`src/verilog/cmd_pkg.sv`:
```
// opcode map, field widths, setting limits, reset values, argument decode helpers and argument word
package cmd_pkg;

	localparam int BYTE_W = 8; // every chain and uart byte
	localparam int RAM_W = 12; // sample address, 4096 deep
	localparam int TOT_W = 13; // trigger time over threshold
	localparam int N_CHAN = 4; // channels per board
	localparam int CHIP_ID_BYTES = 8;
	localparam int CHIP_ID_W = CHIP_ID_BYTES * BYTE_W;
	localparam logic [1:0] ARG_UNKNOWN = 2'd3; // arg_count result for opcodes we ignore

	// chain setup, one argument byte each
	localparam logic [BYTE_W-1:0] OP_SET_ID = 8'd50; // arg is the id, forwarded +1
	localparam logic [BYTE_W-1:0] OP_READ_SEL = 8'd51;
	localparam logic [BYTE_W-1:0] OP_SET_LAST = 8'd52;
	localparam logic [BYTE_W-1:0] OP_ACTIVE_SEL = 8'd53;

	localparam logic [BYTE_W-1:0] OP_PRIME = 8'd100;
	localparam logic [BYTE_W-1:0] OP_ROLL_ON = 8'd101;
	localparam logic [BYTE_W-1:0] OP_ROLL_OFF = 8'd102;
	localparam logic [BYTE_W-1:0] OP_TRIG_POINT = 8'd121; // 2 bytes
	localparam logic [BYTE_W-1:0] OP_NSMP = 8'd122; // 2 bytes
	localparam logic [BYTE_W-1:0] OP_DOWNSAMPLE = 8'd124;
	localparam logic [BYTE_W-1:0] OP_THRESH = 8'd127;
	localparam logic [BYTE_W-1:0] OP_TRIG_TYPE = 8'd128;
	localparam logic [BYTE_W-1:0] OP_TOT = 8'd129; // 2 bytes
	localparam logic [BYTE_W-1:0] OP_TRIG_CHAN = 8'd130;
	localparam logic [BYTE_W-1:0] OP_SPI = 8'd131; // 2 bytes, adc register write
	localparam logic [BYTE_W-1:0] OP_THRESH2 = 8'd140;
	localparam logic [BYTE_W-1:0] OP_HIGHRES = 8'd143;
	localparam logic [BYTE_W-1:0] OP_EXT_TRIG = 8'd144;

	// readout commands, answered over the uart
	localparam logic [BYTE_W-1:0] OP_DELAY_CNT = 8'd132;
	localparam logic [BYTE_W-1:0] OP_CARRY_CNT = 8'd133;
	localparam logic [BYTE_W-1:0] OP_CHIP_ID = 8'd142;
	localparam logic [BYTE_W-1:0] OP_FW_VER = 8'd147;

	localparam logic [BYTE_W-1:0] FW_VERSION = 8'd18;
	localparam logic [BYTE_W-1:0] BROADCAST_ID = 8'd255; // all boards read out
	localparam logic [BYTE_W-1:0] RESET_ID = 8'd200; // not yet numbered
	localparam logic [RAM_W-1:0] TRIG_POINT_MIN = 12'd4;
	localparam logic [RAM_W-1:0] TRIG_POINT_MAX = 12'd4080; // 16 short of the top
	localparam logic [BYTE_W-1:0] DOWNSAMPLE_MAX = 8'd30;

	localparam logic [BYTE_W-1:0] THRESH_RST = 8'd128; // mid scale
	localparam logic [BYTE_W-1:0] THRESH2_RST = 8'd255;
	localparam logic [N_CHAN-1:0] TRIG_TYPE_RST = 4'd1; // rising edge only
	localparam logic [N_CHAN-1:0] TRIG_CHAN_RST = 4'd15; // all channels armed
	localparam logic [RAM_W-1:0] TRIG_POINT_RST = 12'd1024; // quarter of the buffer

	// two-byte argument, first byte received lands in hi
	typedef union packed {
		struct packed {
			logic [BYTE_W-1:0] hi;
			logic [BYTE_W-1:0] lo; // single-byte args sit here
		} b;
		logic [2*BYTE_W-1:0] w; // big-endian value
	} arg_word_u;

	function automatic logic [1:0] arg_count(input logic [BYTE_W-1:0] op);
		logic [1:0] n;
		case (op)
			OP_PRIME, OP_ROLL_ON, OP_ROLL_OFF, OP_HIGHRES, OP_EXT_TRIG,
			OP_DELAY_CNT, OP_CARRY_CNT, OP_CHIP_ID, OP_FW_VER: n = 2'd0;
			OP_SET_ID, OP_READ_SEL, OP_SET_LAST, OP_ACTIVE_SEL, OP_DOWNSAMPLE,
			OP_THRESH, OP_TRIG_TYPE, OP_TRIG_CHAN, OP_THRESH2: n = 2'd1;
			OP_TRIG_POINT, OP_NSMP, OP_TOT, OP_SPI: n = 2'd2;
			default: n = ARG_UNKNOWN;
		endcase
		return n;
	endfunction

	function automatic logic is_reply_op(input logic [BYTE_W-1:0] op);
		return op inside {OP_DELAY_CNT, OP_CARRY_CNT, OP_CHIP_ID, OP_FW_VER};
	endfunction

endpackage
```
`src/verilog/board_cmd_top.sv`:
```
// board command processor top: collector, chain state, settings and reply transmitter
`timescale 1ns/10ps

module board_cmd_top (
	input  logic                          clk,
	input  logic                          arst_n,
	input  logic                          rx_ready,
	input  logic [cmd_pkg::BYTE_W-1:0]    rx_data,
	input  logic                          tx_busy,
	input  logic [cmd_pkg::CHIP_ID_W-1:0] chip_id,
	input  logic [cmd_pkg::BYTE_W-1:0]    delaycounter,
	input  logic [cmd_pkg::BYTE_W-1:0]    carrycounter,
	output logic                          tx_start,
	output logic [cmd_pkg::BYTE_W-1:0]    tx_data,
	output logic                          com_valid,    // to the next board
	output logic [cmd_pkg::BYTE_W-1:0]    com_data,
	output logic [cmd_pkg::BYTE_W-1:0]    my_id,
	output logic                          master_clock,
	output logic                          first_board,
	output logic                          last_board,
	output logic                          passthrough,
	output logic [cmd_pkg::BYTE_W-1:0]    trigthresh,
	output logic [cmd_pkg::BYTE_W-1:0]    trigthresh2,
	output logic [cmd_pkg::N_CHAN-1:0]    triggertype,
	output logic [cmd_pkg::N_CHAN-1:0]    trigchannels,
	output logic [cmd_pkg::TOT_W-1:0]     triggertot,
	output logic [cmd_pkg::RAM_W-1:0]     triggerpoint,
	output logic [cmd_pkg::RAM_W-1:0]     nsmp,
	output logic [cmd_pkg::BYTE_W-1:0]    downsample,
	output logic                          rollingtrigger,
	output logic                          highres,
	output logic                          use_ext_trig,
	output logic                          spi_send,
	output logic [2*cmd_pkg::BYTE_W-1:0]  spi_data,
	output logic                          prime_trigger
);

	// command bus from the collector to the three consumers
	logic                          cmd_valid;
	logic [cmd_pkg::BYTE_W-1:0]    cmd_op;
	cmd_pkg::arg_word_u            cmd_arg;
	logic                          reply_busy; // holds off rx while answering

	// every port name matches a top-level signal
	cmd_collect u_collect (.*);

	chain_ctrl u_chain (.*);

	scope_settings u_settings (.*);

	reply_tx u_reply (.*);

endmodule

```
`src/verilog/reply_tx.sv`:
```
// readout reply byte selection and uart transmit sequencing
`timescale 1ns/10ps

module reply_tx (
	input  logic                          clk,
	input  logic                          arst_n,
	input  logic                          cmd_valid,
	input  logic [cmd_pkg::BYTE_W-1:0]    cmd_op,
	input  logic                          tx_busy,
	input  logic [cmd_pkg::CHIP_ID_W-1:0] chip_id,
	input  logic [cmd_pkg::BYTE_W-1:0]    delaycounter, // tdc counts
	input  logic [cmd_pkg::BYTE_W-1:0]    carrycounter,
	output logic                          tx_start,
	output logic [cmd_pkg::BYTE_W-1:0]    tx_data,
	output logic                          reply_busy
);

	logic [cmd_pkg::CHIP_ID_W-1:0] load_word; // reply bytes, first one in the low byte
	logic [3:0]                    load_cnt;
	logic [cmd_pkg::CHIP_ID_W-1:0] data_q;    // shifts right one byte per send
	logic [3:0]                    left_q;    // bytes not yet started
	logic                          active_q;
	logic                          hold_q;    // cycle right after a start, tx_busy not valid yet
	logic                          start_new;

	always_comb begin
		load_word = '0;
		load_cnt = 4'd1;
		case (cmd_op)
			cmd_pkg::OP_CHIP_ID: begin
				load_word = chip_id; // lsb first
				load_cnt = 4'd8;
			end
			cmd_pkg::OP_FW_VER: load_word[cmd_pkg::BYTE_W-1:0] = cmd_pkg::FW_VERSION;
			cmd_pkg::OP_DELAY_CNT: load_word[cmd_pkg::BYTE_W-1:0] = delaycounter;
			cmd_pkg::OP_CARRY_CNT: load_word[cmd_pkg::BYTE_W-1:0] = carrycounter;
			default: begin
			end
		endcase
	end

	assign start_new = cmd_valid && cmd_pkg::is_reply_op(cmd_op) && !active_q;
	assign reply_busy = active_q;

	always_ff @(posedge clk or negedge arst_n) begin
		if (!arst_n) begin
			active_q <= 1'b0;
			hold_q <= 1'b0;
			left_q <= 4'd0;
			tx_start <= 1'b0;
		end else begin
			tx_start <= 1'b0;
			if (start_new) begin
				active_q <= 1'b1;
				hold_q <= 1'b0;
				left_q <= load_cnt;
			end else if (active_q) begin
				if (hold_q) begin
					hold_q <= 1'b0; // give the uart a cycle to raise busy
				end else if (!tx_busy) begin
					if (left_q != 4'd0) begin
						tx_start <= 1'b1;
						hold_q <= 1'b1;
						left_q <= left_q - 4'd1;
					end else begin
						active_q <= 1'b0; // last byte is out
					end
				end
			end
		end
	end

	always_ff @(posedge clk) begin
		if (start_new)
			data_q <= load_word;
		else if (active_q && !hold_q && !tx_busy && left_q != 4'd0) begin
			tx_data <= data_q[cmd_pkg::BYTE_W-1:0]; // held until the next start
			data_q <= data_q >> cmd_pkg::BYTE_W;
		end
	end

endmodule

```
`src/verilog/scope_settings.sv`:
```
// trigger and acquisition setting registers with clamping, spi request and trigger prime strobes
`timescale 1ns/10ps

module scope_settings (
	input  logic                          clk,
	input  logic                          arst_n,
	input  logic                          cmd_valid,
	input  logic [cmd_pkg::BYTE_W-1:0]    cmd_op,
	input  cmd_pkg::arg_word_u            cmd_arg,
	input  logic [cmd_pkg::BYTE_W-1:0]    my_id,
	output logic [cmd_pkg::BYTE_W-1:0]    trigthresh,    // normal threshold
	output logic [cmd_pkg::BYTE_W-1:0]    trigthresh2,   // high threshold
	output logic [cmd_pkg::N_CHAN-1:0]    triggertype,
	output logic [cmd_pkg::N_CHAN-1:0]    trigchannels,
	output logic [cmd_pkg::TOT_W-1:0]     triggertot,
	output logic [cmd_pkg::RAM_W-1:0]     triggerpoint,
	output logic [cmd_pkg::RAM_W-1:0]     nsmp,          // samples to send
	output logic [cmd_pkg::BYTE_W-1:0]    downsample,    // log2 of the decimation
	output logic                          rollingtrigger,
	output logic                          highres,
	output logic                          use_ext_trig,
	output logic                          spi_send,
	output logic [2*cmd_pkg::BYTE_W-1:0]  spi_data,
	output logic                          prime_trigger
);

	logic [2*cmd_pkg::BYTE_W-1:0] word;       // two-byte value
	logic [cmd_pkg::BYTE_W-1:0]   lo;         // one-byte value
	logic [cmd_pkg::RAM_W-1:0]    tp_clamped;
	logic [cmd_pkg::RAM_W-1:0]    nsmp_new;
	logic                         tp_too_late; // trigger point would not fit the new window
	logic [cmd_pkg::BYTE_W-1:0]   ds_clamped;
	logic                         own_chan;    // channel number maps onto this board

	assign word = cmd_arg.w;
	assign lo = cmd_arg.b.lo;
	assign nsmp_new = word[cmd_pkg::RAM_W-1:0];

	always_comb begin
		if (word > cmd_pkg::TRIG_POINT_MAX)
			tp_clamped = cmd_pkg::TRIG_POINT_MAX;
		else if (word < cmd_pkg::TRIG_POINT_MIN)
			tp_clamped = cmd_pkg::TRIG_POINT_MIN;
		else
			tp_clamped = word[cmd_pkg::RAM_W-1:0];
	end

	// tp > nsmp - 5 without wrapping below zero
	assign tp_too_late = ({1'b0, triggerpoint} + 13'd5) > {1'b0, nsmp_new};
	assign ds_clamped = (lo > cmd_pkg::DOWNSAMPLE_MAX) ? cmd_pkg::DOWNSAMPLE_MAX : lo;
	assign own_chan = ((lo >> 2) == my_id); // 4 channels per board

	always_ff @(posedge clk or negedge arst_n) begin
		if (!arst_n) begin
			trigthresh <= cmd_pkg::THRESH_RST;
			trigthresh2 <= cmd_pkg::THRESH2_RST;
			triggertype <= cmd_pkg::TRIG_TYPE_RST;
			trigchannels <= cmd_pkg::TRIG_CHAN_RST;
			triggertot <= '0;
			triggerpoint <= cmd_pkg::TRIG_POINT_RST;
			nsmp <= '0;
			downsample <= 8'd1;
			rollingtrigger <= 1'b1; // free running until told otherwise
			highres <= 1'b0;
			use_ext_trig <= 1'b0;
			spi_send <= 1'b0;
			prime_trigger <= 1'b0;
		end else begin
			spi_send <= 1'b0;
			prime_trigger <= 1'b0;
			if (cmd_valid) begin
				case (cmd_op)
					cmd_pkg::OP_TRIG_POINT: triggerpoint <= tp_clamped;
					cmd_pkg::OP_NSMP: begin
						nsmp <= nsmp_new;
						if (tp_too_late)
							triggerpoint <= nsmp_new >> 1; // recentre
					end
					cmd_pkg::OP_DOWNSAMPLE: downsample <= ds_clamped;
					cmd_pkg::OP_THRESH: trigthresh <= lo;
					cmd_pkg::OP_THRESH2: trigthresh2 <= lo;
					cmd_pkg::OP_TRIG_TYPE: triggertype <= lo[cmd_pkg::N_CHAN-1:0];
					cmd_pkg::OP_TOT: triggertot <= word[cmd_pkg::TOT_W-1:0];
					cmd_pkg::OP_TRIG_CHAN: begin
						if (own_chan)
							trigchannels[lo[1:0]] <= ~trigchannels[lo[1:0]];
					end
					cmd_pkg::OP_SPI: spi_send <= 1'b1;
					cmd_pkg::OP_PRIME: prime_trigger <= 1'b1; // every board arms together
					cmd_pkg::OP_ROLL_ON: rollingtrigger <= 1'b1;
					cmd_pkg::OP_ROLL_OFF: rollingtrigger <= 1'b0;
					cmd_pkg::OP_HIGHRES: highres <= ~highres;
					cmd_pkg::OP_EXT_TRIG: use_ext_trig <= ~use_ext_trig;
					default: begin
					end
				endcase
			end
		end
	end

	// adc register write, top bit 0 selects write
	always_ff @(posedge clk) begin
		if (cmd_valid && cmd_op == cmd_pkg::OP_SPI)
			spi_data <= {1'b0, word[2*cmd_pkg::BYTE_W-2:0]};
	end

endmodule

```
`src/verilog/chain_ctrl.sv`:
```
// daisy chain state: board id, clock master select, first/last flags, serial passthrough
`timescale 1ns/10ps

module chain_ctrl (
	input  logic                          clk,
	input  logic                          arst_n,
	input  logic                          cmd_valid,
	input  logic [cmd_pkg::BYTE_W-1:0]    cmd_op,
	input  cmd_pkg::arg_word_u            cmd_arg,
	output logic [cmd_pkg::BYTE_W-1:0]    my_id,
	output logic                          master_clock, // 0 runs on own clock, 1 follows upstream
	output logic                          first_board,
	output logic                          last_board,
	output logic                          passthrough   // uart bytes belong to a board further down
);

	logic [cmd_pkg::BYTE_W-1:0] arg; // all chain commands carry one byte
	logic                       is_me;
	logic                       before_target; // target sits further down the chain

	assign arg = cmd_arg.b.lo;
	assign is_me = (arg == my_id);
	assign before_target = (my_id < arg);

	assign first_board = (my_id == '0); // board 0 heads the chain

	always_ff @(posedge clk or negedge arst_n) begin
		if (!arst_n) begin
			my_id <= cmd_pkg::RESET_ID;
			master_clock <= 1'b0;
			last_board <= 1'b0;
			passthrough <= 1'b0;
		end else if (cmd_valid) begin
			case (cmd_op)
				cmd_pkg::OP_SET_ID: begin
					my_id <= arg;
					master_clock <= (arg != '0); // everyone but the head is a clock slave
				end
				cmd_pkg::OP_SET_LAST: begin
					last_board <= is_me;
				end
				cmd_pkg::OP_READ_SEL: begin
					if (is_me || arg == cmd_pkg::BROADCAST_ID)
						passthrough <= 1'b0; // we answer
					else if (before_target)
						passthrough <= 1'b1; // relay for a board below us
				end
				cmd_pkg::OP_ACTIVE_SEL: begin
					// same selection, no broadcast
					if (is_me)
						passthrough <= 1'b0;
					else if (before_target)
						passthrough <= 1'b1;
				end
				default: begin
				end
			endcase
		end
	end

endmodule

```
`src/verilog/cmd_collect.sv`:
```
// command byte collector with chain forwarding and command strobe
`timescale 1ns/10ps

module cmd_collect (
	input  logic                          clk,
	input  logic                          arst_n,
	input  logic                          rx_ready,    // one-cycle strobe from uart rx
	input  logic [cmd_pkg::BYTE_W-1:0]    rx_data,
	input  logic                          passthrough, // another board is being read out
	input  logic                          reply_busy,  // uart reply in progress
	output logic                          com_valid,   // byte to the next board
	output logic [cmd_pkg::BYTE_W-1:0]    com_data,
	output logic                          cmd_valid,   // complete command
	output logic [cmd_pkg::BYTE_W-1:0]    cmd_op,
	output cmd_pkg::arg_word_u            cmd_arg
);

	logic [1:0] args_left; // argument bytes still expected, 0 means waiting for an opcode
	logic [1:0] n_args;    // arg count of the incoming byte seen as an opcode
	logic       is_reply;  // incoming opcode is a readout command
	logic       add_one;   // collecting for OP_SET_ID
	logic       take;      // byte accepted this cycle

	assign n_args = cmd_pkg::arg_count(rx_data);
	assign is_reply = cmd_pkg::is_reply_op(rx_data);

	// reply_busy rises a cycle after the strobe, so cover that cycle too
	assign take = rx_ready && !reply_busy && !(cmd_valid && cmd_pkg::is_reply_op(cmd_op));

	always_ff @(posedge clk or negedge arst_n) begin
		if (!arst_n) begin
			args_left <= 2'd0;
			add_one <= 1'b0;
			com_valid <= 1'b0;
			cmd_valid <= 1'b0;
		end else begin
			com_valid <= 1'b0; // pulses only
			cmd_valid <= 1'b0;
			if (take) begin
				if (args_left != 2'd0) begin
					com_valid <= 1'b1; // arguments always go down the chain
					args_left <= args_left - 2'd1;
					cmd_valid <= (args_left == 2'd1); // last byte completes it
				end else if (n_args != cmd_pkg::ARG_UNKNOWN) begin
					// readouts go down the chain or get answered here, never both
					com_valid <= !is_reply || passthrough;
					cmd_valid <= (n_args == 2'd0) && !(is_reply && passthrough);
					args_left <= n_args;
					add_one <= (rx_data == cmd_pkg::OP_SET_ID);
				end
			end
		end
	end

	// forwarded byte, opcode and argument word
	always_ff @(posedge clk) begin
		if (take) begin
			if (args_left != 2'd0) begin
				com_data <= add_one ? rx_data + 8'd1 : rx_data; // next board gets the next id
				cmd_arg.w <= {cmd_arg.b.lo, rx_data}; // shift in, big-endian
			end else begin
				com_data <= rx_data;
				cmd_op <= rx_data;
				cmd_arg.w <= '0; // single-byte args end up in lo
			end
		end
	end

endmodule

```
`config.mk`:
```
export PLATFORM = sky130hd
export DESIGN_NAME = board_cmd_top
export DESIGN_NICKNAME = d
export VERILOG_FILES = /design/src/verilog/cmd_pkg.sv /design/src/verilog/board_cmd_top.sv /design/src/verilog/reply_tx.sv /design/src/verilog/scope_settings.sv /design/src/verilog/chain_ctrl.sv /design/src/verilog/cmd_collect.sv
export SDC_FILE = /design/constraint.sdc
export NUM_CORES = 1
export LEC_CHECK = 0
export BUFFER_PORTS_ARGS = -buffer_cell sky130_fd_sc_hd__buf_2
export CORE_ASPECT_RATIO = 1.5
export CORE_MARGIN = 2
export CORE_UTILIZATION = 31
export DETAILED_ROUTE_END_ITERATION = 10
export SLEW_MARGIN = 5
export SYNTH_ARGS = -nofsm -noshare
export SYNTH_HDL_FRONTEND = slang
export SYNTH_HIERARCHICAL = 1
export SYNTH_SLANG_ARGS = --single-unit
```
`constraint.sdc`:
```
create_clock -name clk -period 7 [get_ports clk]
set_input_delay 0.35 -clock clk [delete_from_list [all_inputs] [get_ports clk]]
set_output_delay 0.35 -clock clk [all_outputs]
set_load 0.005 [all_outputs]
```
==> reports/summary.json <==
{
  "global_route": {
    "first_global_vias": 7311,
    "grt_antenna_before_repair": 10,
    "pin_count_of_the_biggest_net_entering_global_routing": 72,
    "grt_pass1_wl_mm": 40.9,
    "gr-total-overflow": 0,
    "grtUsageTotal": 0.149
  },
  "yosys": {
    "synth_area_leader_cell": "sky130_fd_sc_hd__edfxtp_1",
    "synth_enable_flop_cells": 119,
    "synth.net_count": 908,
    "ys_seq_elements": 216,
    "yosys_most_used_dff": "sky130_fd_sc_hd__edfxtp_1",
    "synth-async-reset-ratio": 0.449,
    "synthTopCellsByArea": "sky130_fd_sc_hd__edfxtp_1 (35%), sky130_fd_sc_hd__dfrtp_1 (19%), sky130_fd_sc_hd__dfstp_2 (5.1%)",
    "synthesis.yosys.warnings": 6,
    "synth_cells": 789,
    "synth.mux.area_fraction": 0.0820,
    "netlist_area_mm2": 0.0103,
    "yosys.area.top_type_share": 0.346,
    "syn_avg_cell_area_um2": 13.1,
    "post_synth_most_frequent_cells": "sky130_fd_sc_hd__edfxtp_1 (119), sky130_fd_sc_hd__dfrtp_1 (77), sky130_fd_sc_hd__a22o_1 (49), sky130_fd_sc_hd__inv_1 (47), sky130_fd_sc_hd__mux2_2 (40)",
    "synth_xor_xnor_area_share": 0.0280,
    "synth_top_family_by_area": "simple AND/OR/NAND/NOR gates",
    "post_synth_num_cell_types": 87,
    "synth_simple_gate_area_frac": 0.124,
    "sequential_share_of_the_synthesized_area": 0.584,
    "synth-compound-area-share": 0.110,
    "synthAdderAreaFrac": 0.0328,
    "yosysMostFrequentCell": "sky130_fd_sc_hd__edfxtp_1"
  },
  "setup_path": {
    "crit_path_start_kind": "register",
    "crit_arrival_ns": 3.85,
    "worst_path_largest_cell_delay_ns": 0.47,
    "worst-setup-path-type": "reg -> reg",
    "worst_path_max_delay_cell": "sky130_fd_sc_hd__dfrtp_1",
    "worst-endpoint-required_ns": 7.43,
    "critPathCaptureType": "register",
    "timing.critical_path.fanout_max": 11,
    "worstPathCellList": "a21oi_1 > nor3_1 > nand4_1 > xnor2_1 > ha_1 > nand3_1 > or2_2 > a2111oi_1 > o31ai_2 > o21ai_2 > mux2_1"
  },
  "placement": {
    "dpl_cell_area_mm2": 0.0118,
    "io_buffer_count": 210,
    "hpwl_mm": 18.5,
    "gp_congestion": 0.867
  },
  "routing": {
    "route.vias.total": 7134,
    "ant_nets": 0,
    "pre_repair_dr_iteration_count": 4,
    "drt-wirelength-per-cell_um": 18.5,
    "avgViaCountPerCell": 4.96,
    "drc_errors": 0,
    "drt_wl_total_mm": 26.6,
    "drt_iter0_markers": 289
  },
  "power_and_ir_drop": {
    "power_density_mw_per_mm2": 263,
    "leakage_nw": 5.52,
    "peakVddDrop_mv": 0.201
  },
  "floorplanning": {
    "design.core.area_mm2": 0.0327,
    "io_count": 212,
    "die-height_um": 227,
    "dieArea_mm2": 0.0348,
    "initial_utilization": 0.315,
    "std_cell_rows": 81,
    "die_width_um": 153
  },
  "run_status": {
    "status": "finished clean"
  },
  "final_layout": {
    "multiInputGateArea_mm2": 0.00392,
    "area.sequential_mm2": 0.00603,
    "syn2layout_area_growth_pct": 22.5,
    "finish.net_count": 1119,
    "stdcell_area_mm2": 0.0126,
    "fillerInstances": 3201,
    "drive_gt1_frac": 0.352
  },
  "sta": {
    "final-max-slew-violation-count": 0,
    "final-setup-viol-count": 0,
    "setup_total_negative_slack_ns": 0,
    "period_needed_ns": 3.42,
    "fin_worst_hold_slack_ns": 0.0735,
    "tightest_slew_ns": 0.963,
    "timing.fmax_ghz": 0.292,
    "total_count_of_hold_check_failures_in_the_final_report": 0,
    "rsz_0062_raised_after_global_routing": "no",
    "finalCritPeriodShare": 0.489,
    "slew_headroom": 0.358,
    "final.setup_skew_ns": 0.0308
  },
  "clock_network": {
    "cts_buffers": 23,
    "clkTransAtPathRegs_ns": 0.07,
    "post_cts_buffers": 0,
    "cts.root.buffer_cell": "sky130_fd_sc_hd__clkbuf_16",
    "max-clock-path-buffers": 3,
    "cts_tree": "done",
    "tritoncts_num_sinks": 216,
    "worstSkewPairLatency_ns": 0.55,
    "cts_htree_levels": 1,
    "cts_resized": 0
  },
  "worst_hold_path": {
    "min-delay-path-class": "in -> reg"
  },
  "job": {
    "max-cap-violations": 0
  }
}
-- registers in the layout, indices dropped and copies added (netlist names), 2 cells and up --
register and flops:
u_chain/my_id 8, u_collect/args_left 2, u_collect/cmd_arg 16, u_collect/cmd_op 8, u_collect/com_data 8, u_reply/data_q 64
u_reply/left_q 4, u_reply/tx_data 8, u_settings/downsample 8, u_settings/nsmp 12, u_settings/spi_data 15, u_settings/trigchannels 4
u_settings/triggerpoint 12, u_settings/triggertot 13, u_settings/triggertype 4, u_settings/trigthresh 8, u_settings/trigthresh2 8
-- kinds of logic after synthesis --
group                      count (synthesis)
DFF                                      216
and+or+nand+nor                          205
AOI/OAI and AO/OA                        145
buffers and inverters                     87
muxes                                     75
xor gates and xnor gates                  33
adders and majority gates                 27
other                                      1
-- final cells by class --
| cell class | count | share of cell area |
|---|---|---|
| Timing Repair Buffer | 226 | 0.0931 |
| Clock inverter | 8 | 0.00723 |
| Multi-Input combinational cell | 486 | 0.310 |
| Inverter | 47 | 0.0140 |
| Tap cell | 415 | 0.0411 |
| Sequential cell | 216 | 0.477 |
| Antenna cell | 5 | 0.000990 |
| Clock buffer | 34 | 0.0563 |
-- timing repair --
item                                   in CTS  in global routing
endpoints found under the hold margin      23                  0
setup endpoints to repair                   0                  0
hold buffers                                1                  0
-- path summary, 6_finish.rpt --
check	to	start	slack, ns	cells past startpoint
setup / recovery	u_settings/triggerpoint[0]	u_settings/triggerpoint[2]	3.58	11
hold reg to reg	u_reply/tx_data[7]	u_reply/data_q[7]	0.42	0
setup reg to reg	u_settings/triggerpoint[0]	u_settings/triggerpoint[2]	3.58	11
max in group asynchronous	u_reply/left_q[0]	arst_n	5.44	3
hold / removal	u_reply/data_q[63]	chip_id[63]	0.07	2
min in group asynchronous	u_chain/my_id[2]	arst_n	0.29	2
-- where the power goes --
| group | internal, W | switching, W | total, W |
|---|---|---|---|
| registers | 0.00151 | 0.0000880 | 0.00160 |
| logic | 0.000173 | 0.000263 | 0.000436 |
| clock network | 0.000750 | 0.000530 | 0.00128 |
| total | 0.00244 | 0.000881 | 0.00332 |
-- routing by layer --
metal | vias up | part of all wire | global-route usage
li1 | 3402 | - | -
met1 | 3448 | 0.39 | 0.167
met2 | 213 | 0.52 | 0.274
met3 | 61 | 0.070 | 0.0413
met4 | 10 | 0.025 | 0.0457
met5 | - | 0.0026 | 0
-- critical path: cells and delay by family, from the launching register on --
| kind | cells | cell delay [ns] |
|---|---|---|
| and+or+nand+nor | 4 | 1.05 |
| AOI/OAI and AO/OA | 4 | 0.95 |
| DFF | 1 | 0.47 |
| muxes | 1 | 0.38 |
| adders and majority gates | 1 | 0.28 |
| xor gates and xnor gates | 1 | 0.16 |
-- through the flow --
step	utilization	total power, W	setup WS [ns]	cells
2_1_floorplan	-	0.00188	3.43	789
3_5_place_dp	0.361	0.00207	3.57	1389
5_1_grt	0.386	0.00347	3.33	1435
4_1_cts	0.386	0.00337	3.55	1432
6_report	0.386	0.00332	3.58	1437
3_3_place_gp	0.361	0.00206	3.64	1389
-- layout by cell type (no fill, tap or decap), types with 21 or more instances in the layout --
cell type,instances
sky130_fd_sc_hd__nand2_1,24
sky130_fd_sc_hd__mux2_1,24
sky130_fd_sc_hd__nand3_1,21
sky130_fd_sc_hd__a22o_1,49
sky130_fd_sc_hd__buf_2,209
sky130_fd_sc_hd__ha_1,27
sky130_fd_sc_hd__xnor2_1,28
sky130_fd_sc_hd__nor2_1,34
sky130_fd_sc_hd__dfrtp_1,77
sky130_fd_sc_hd__mux2_2,40
sky130_fd_sc_hd__inv_1,47
sky130_fd_sc_hd__clkbuf_16,25
sky130_fd_sc_hd__edfxtp_1,119
Note: power is estimated with default switching activity, not from simulation.
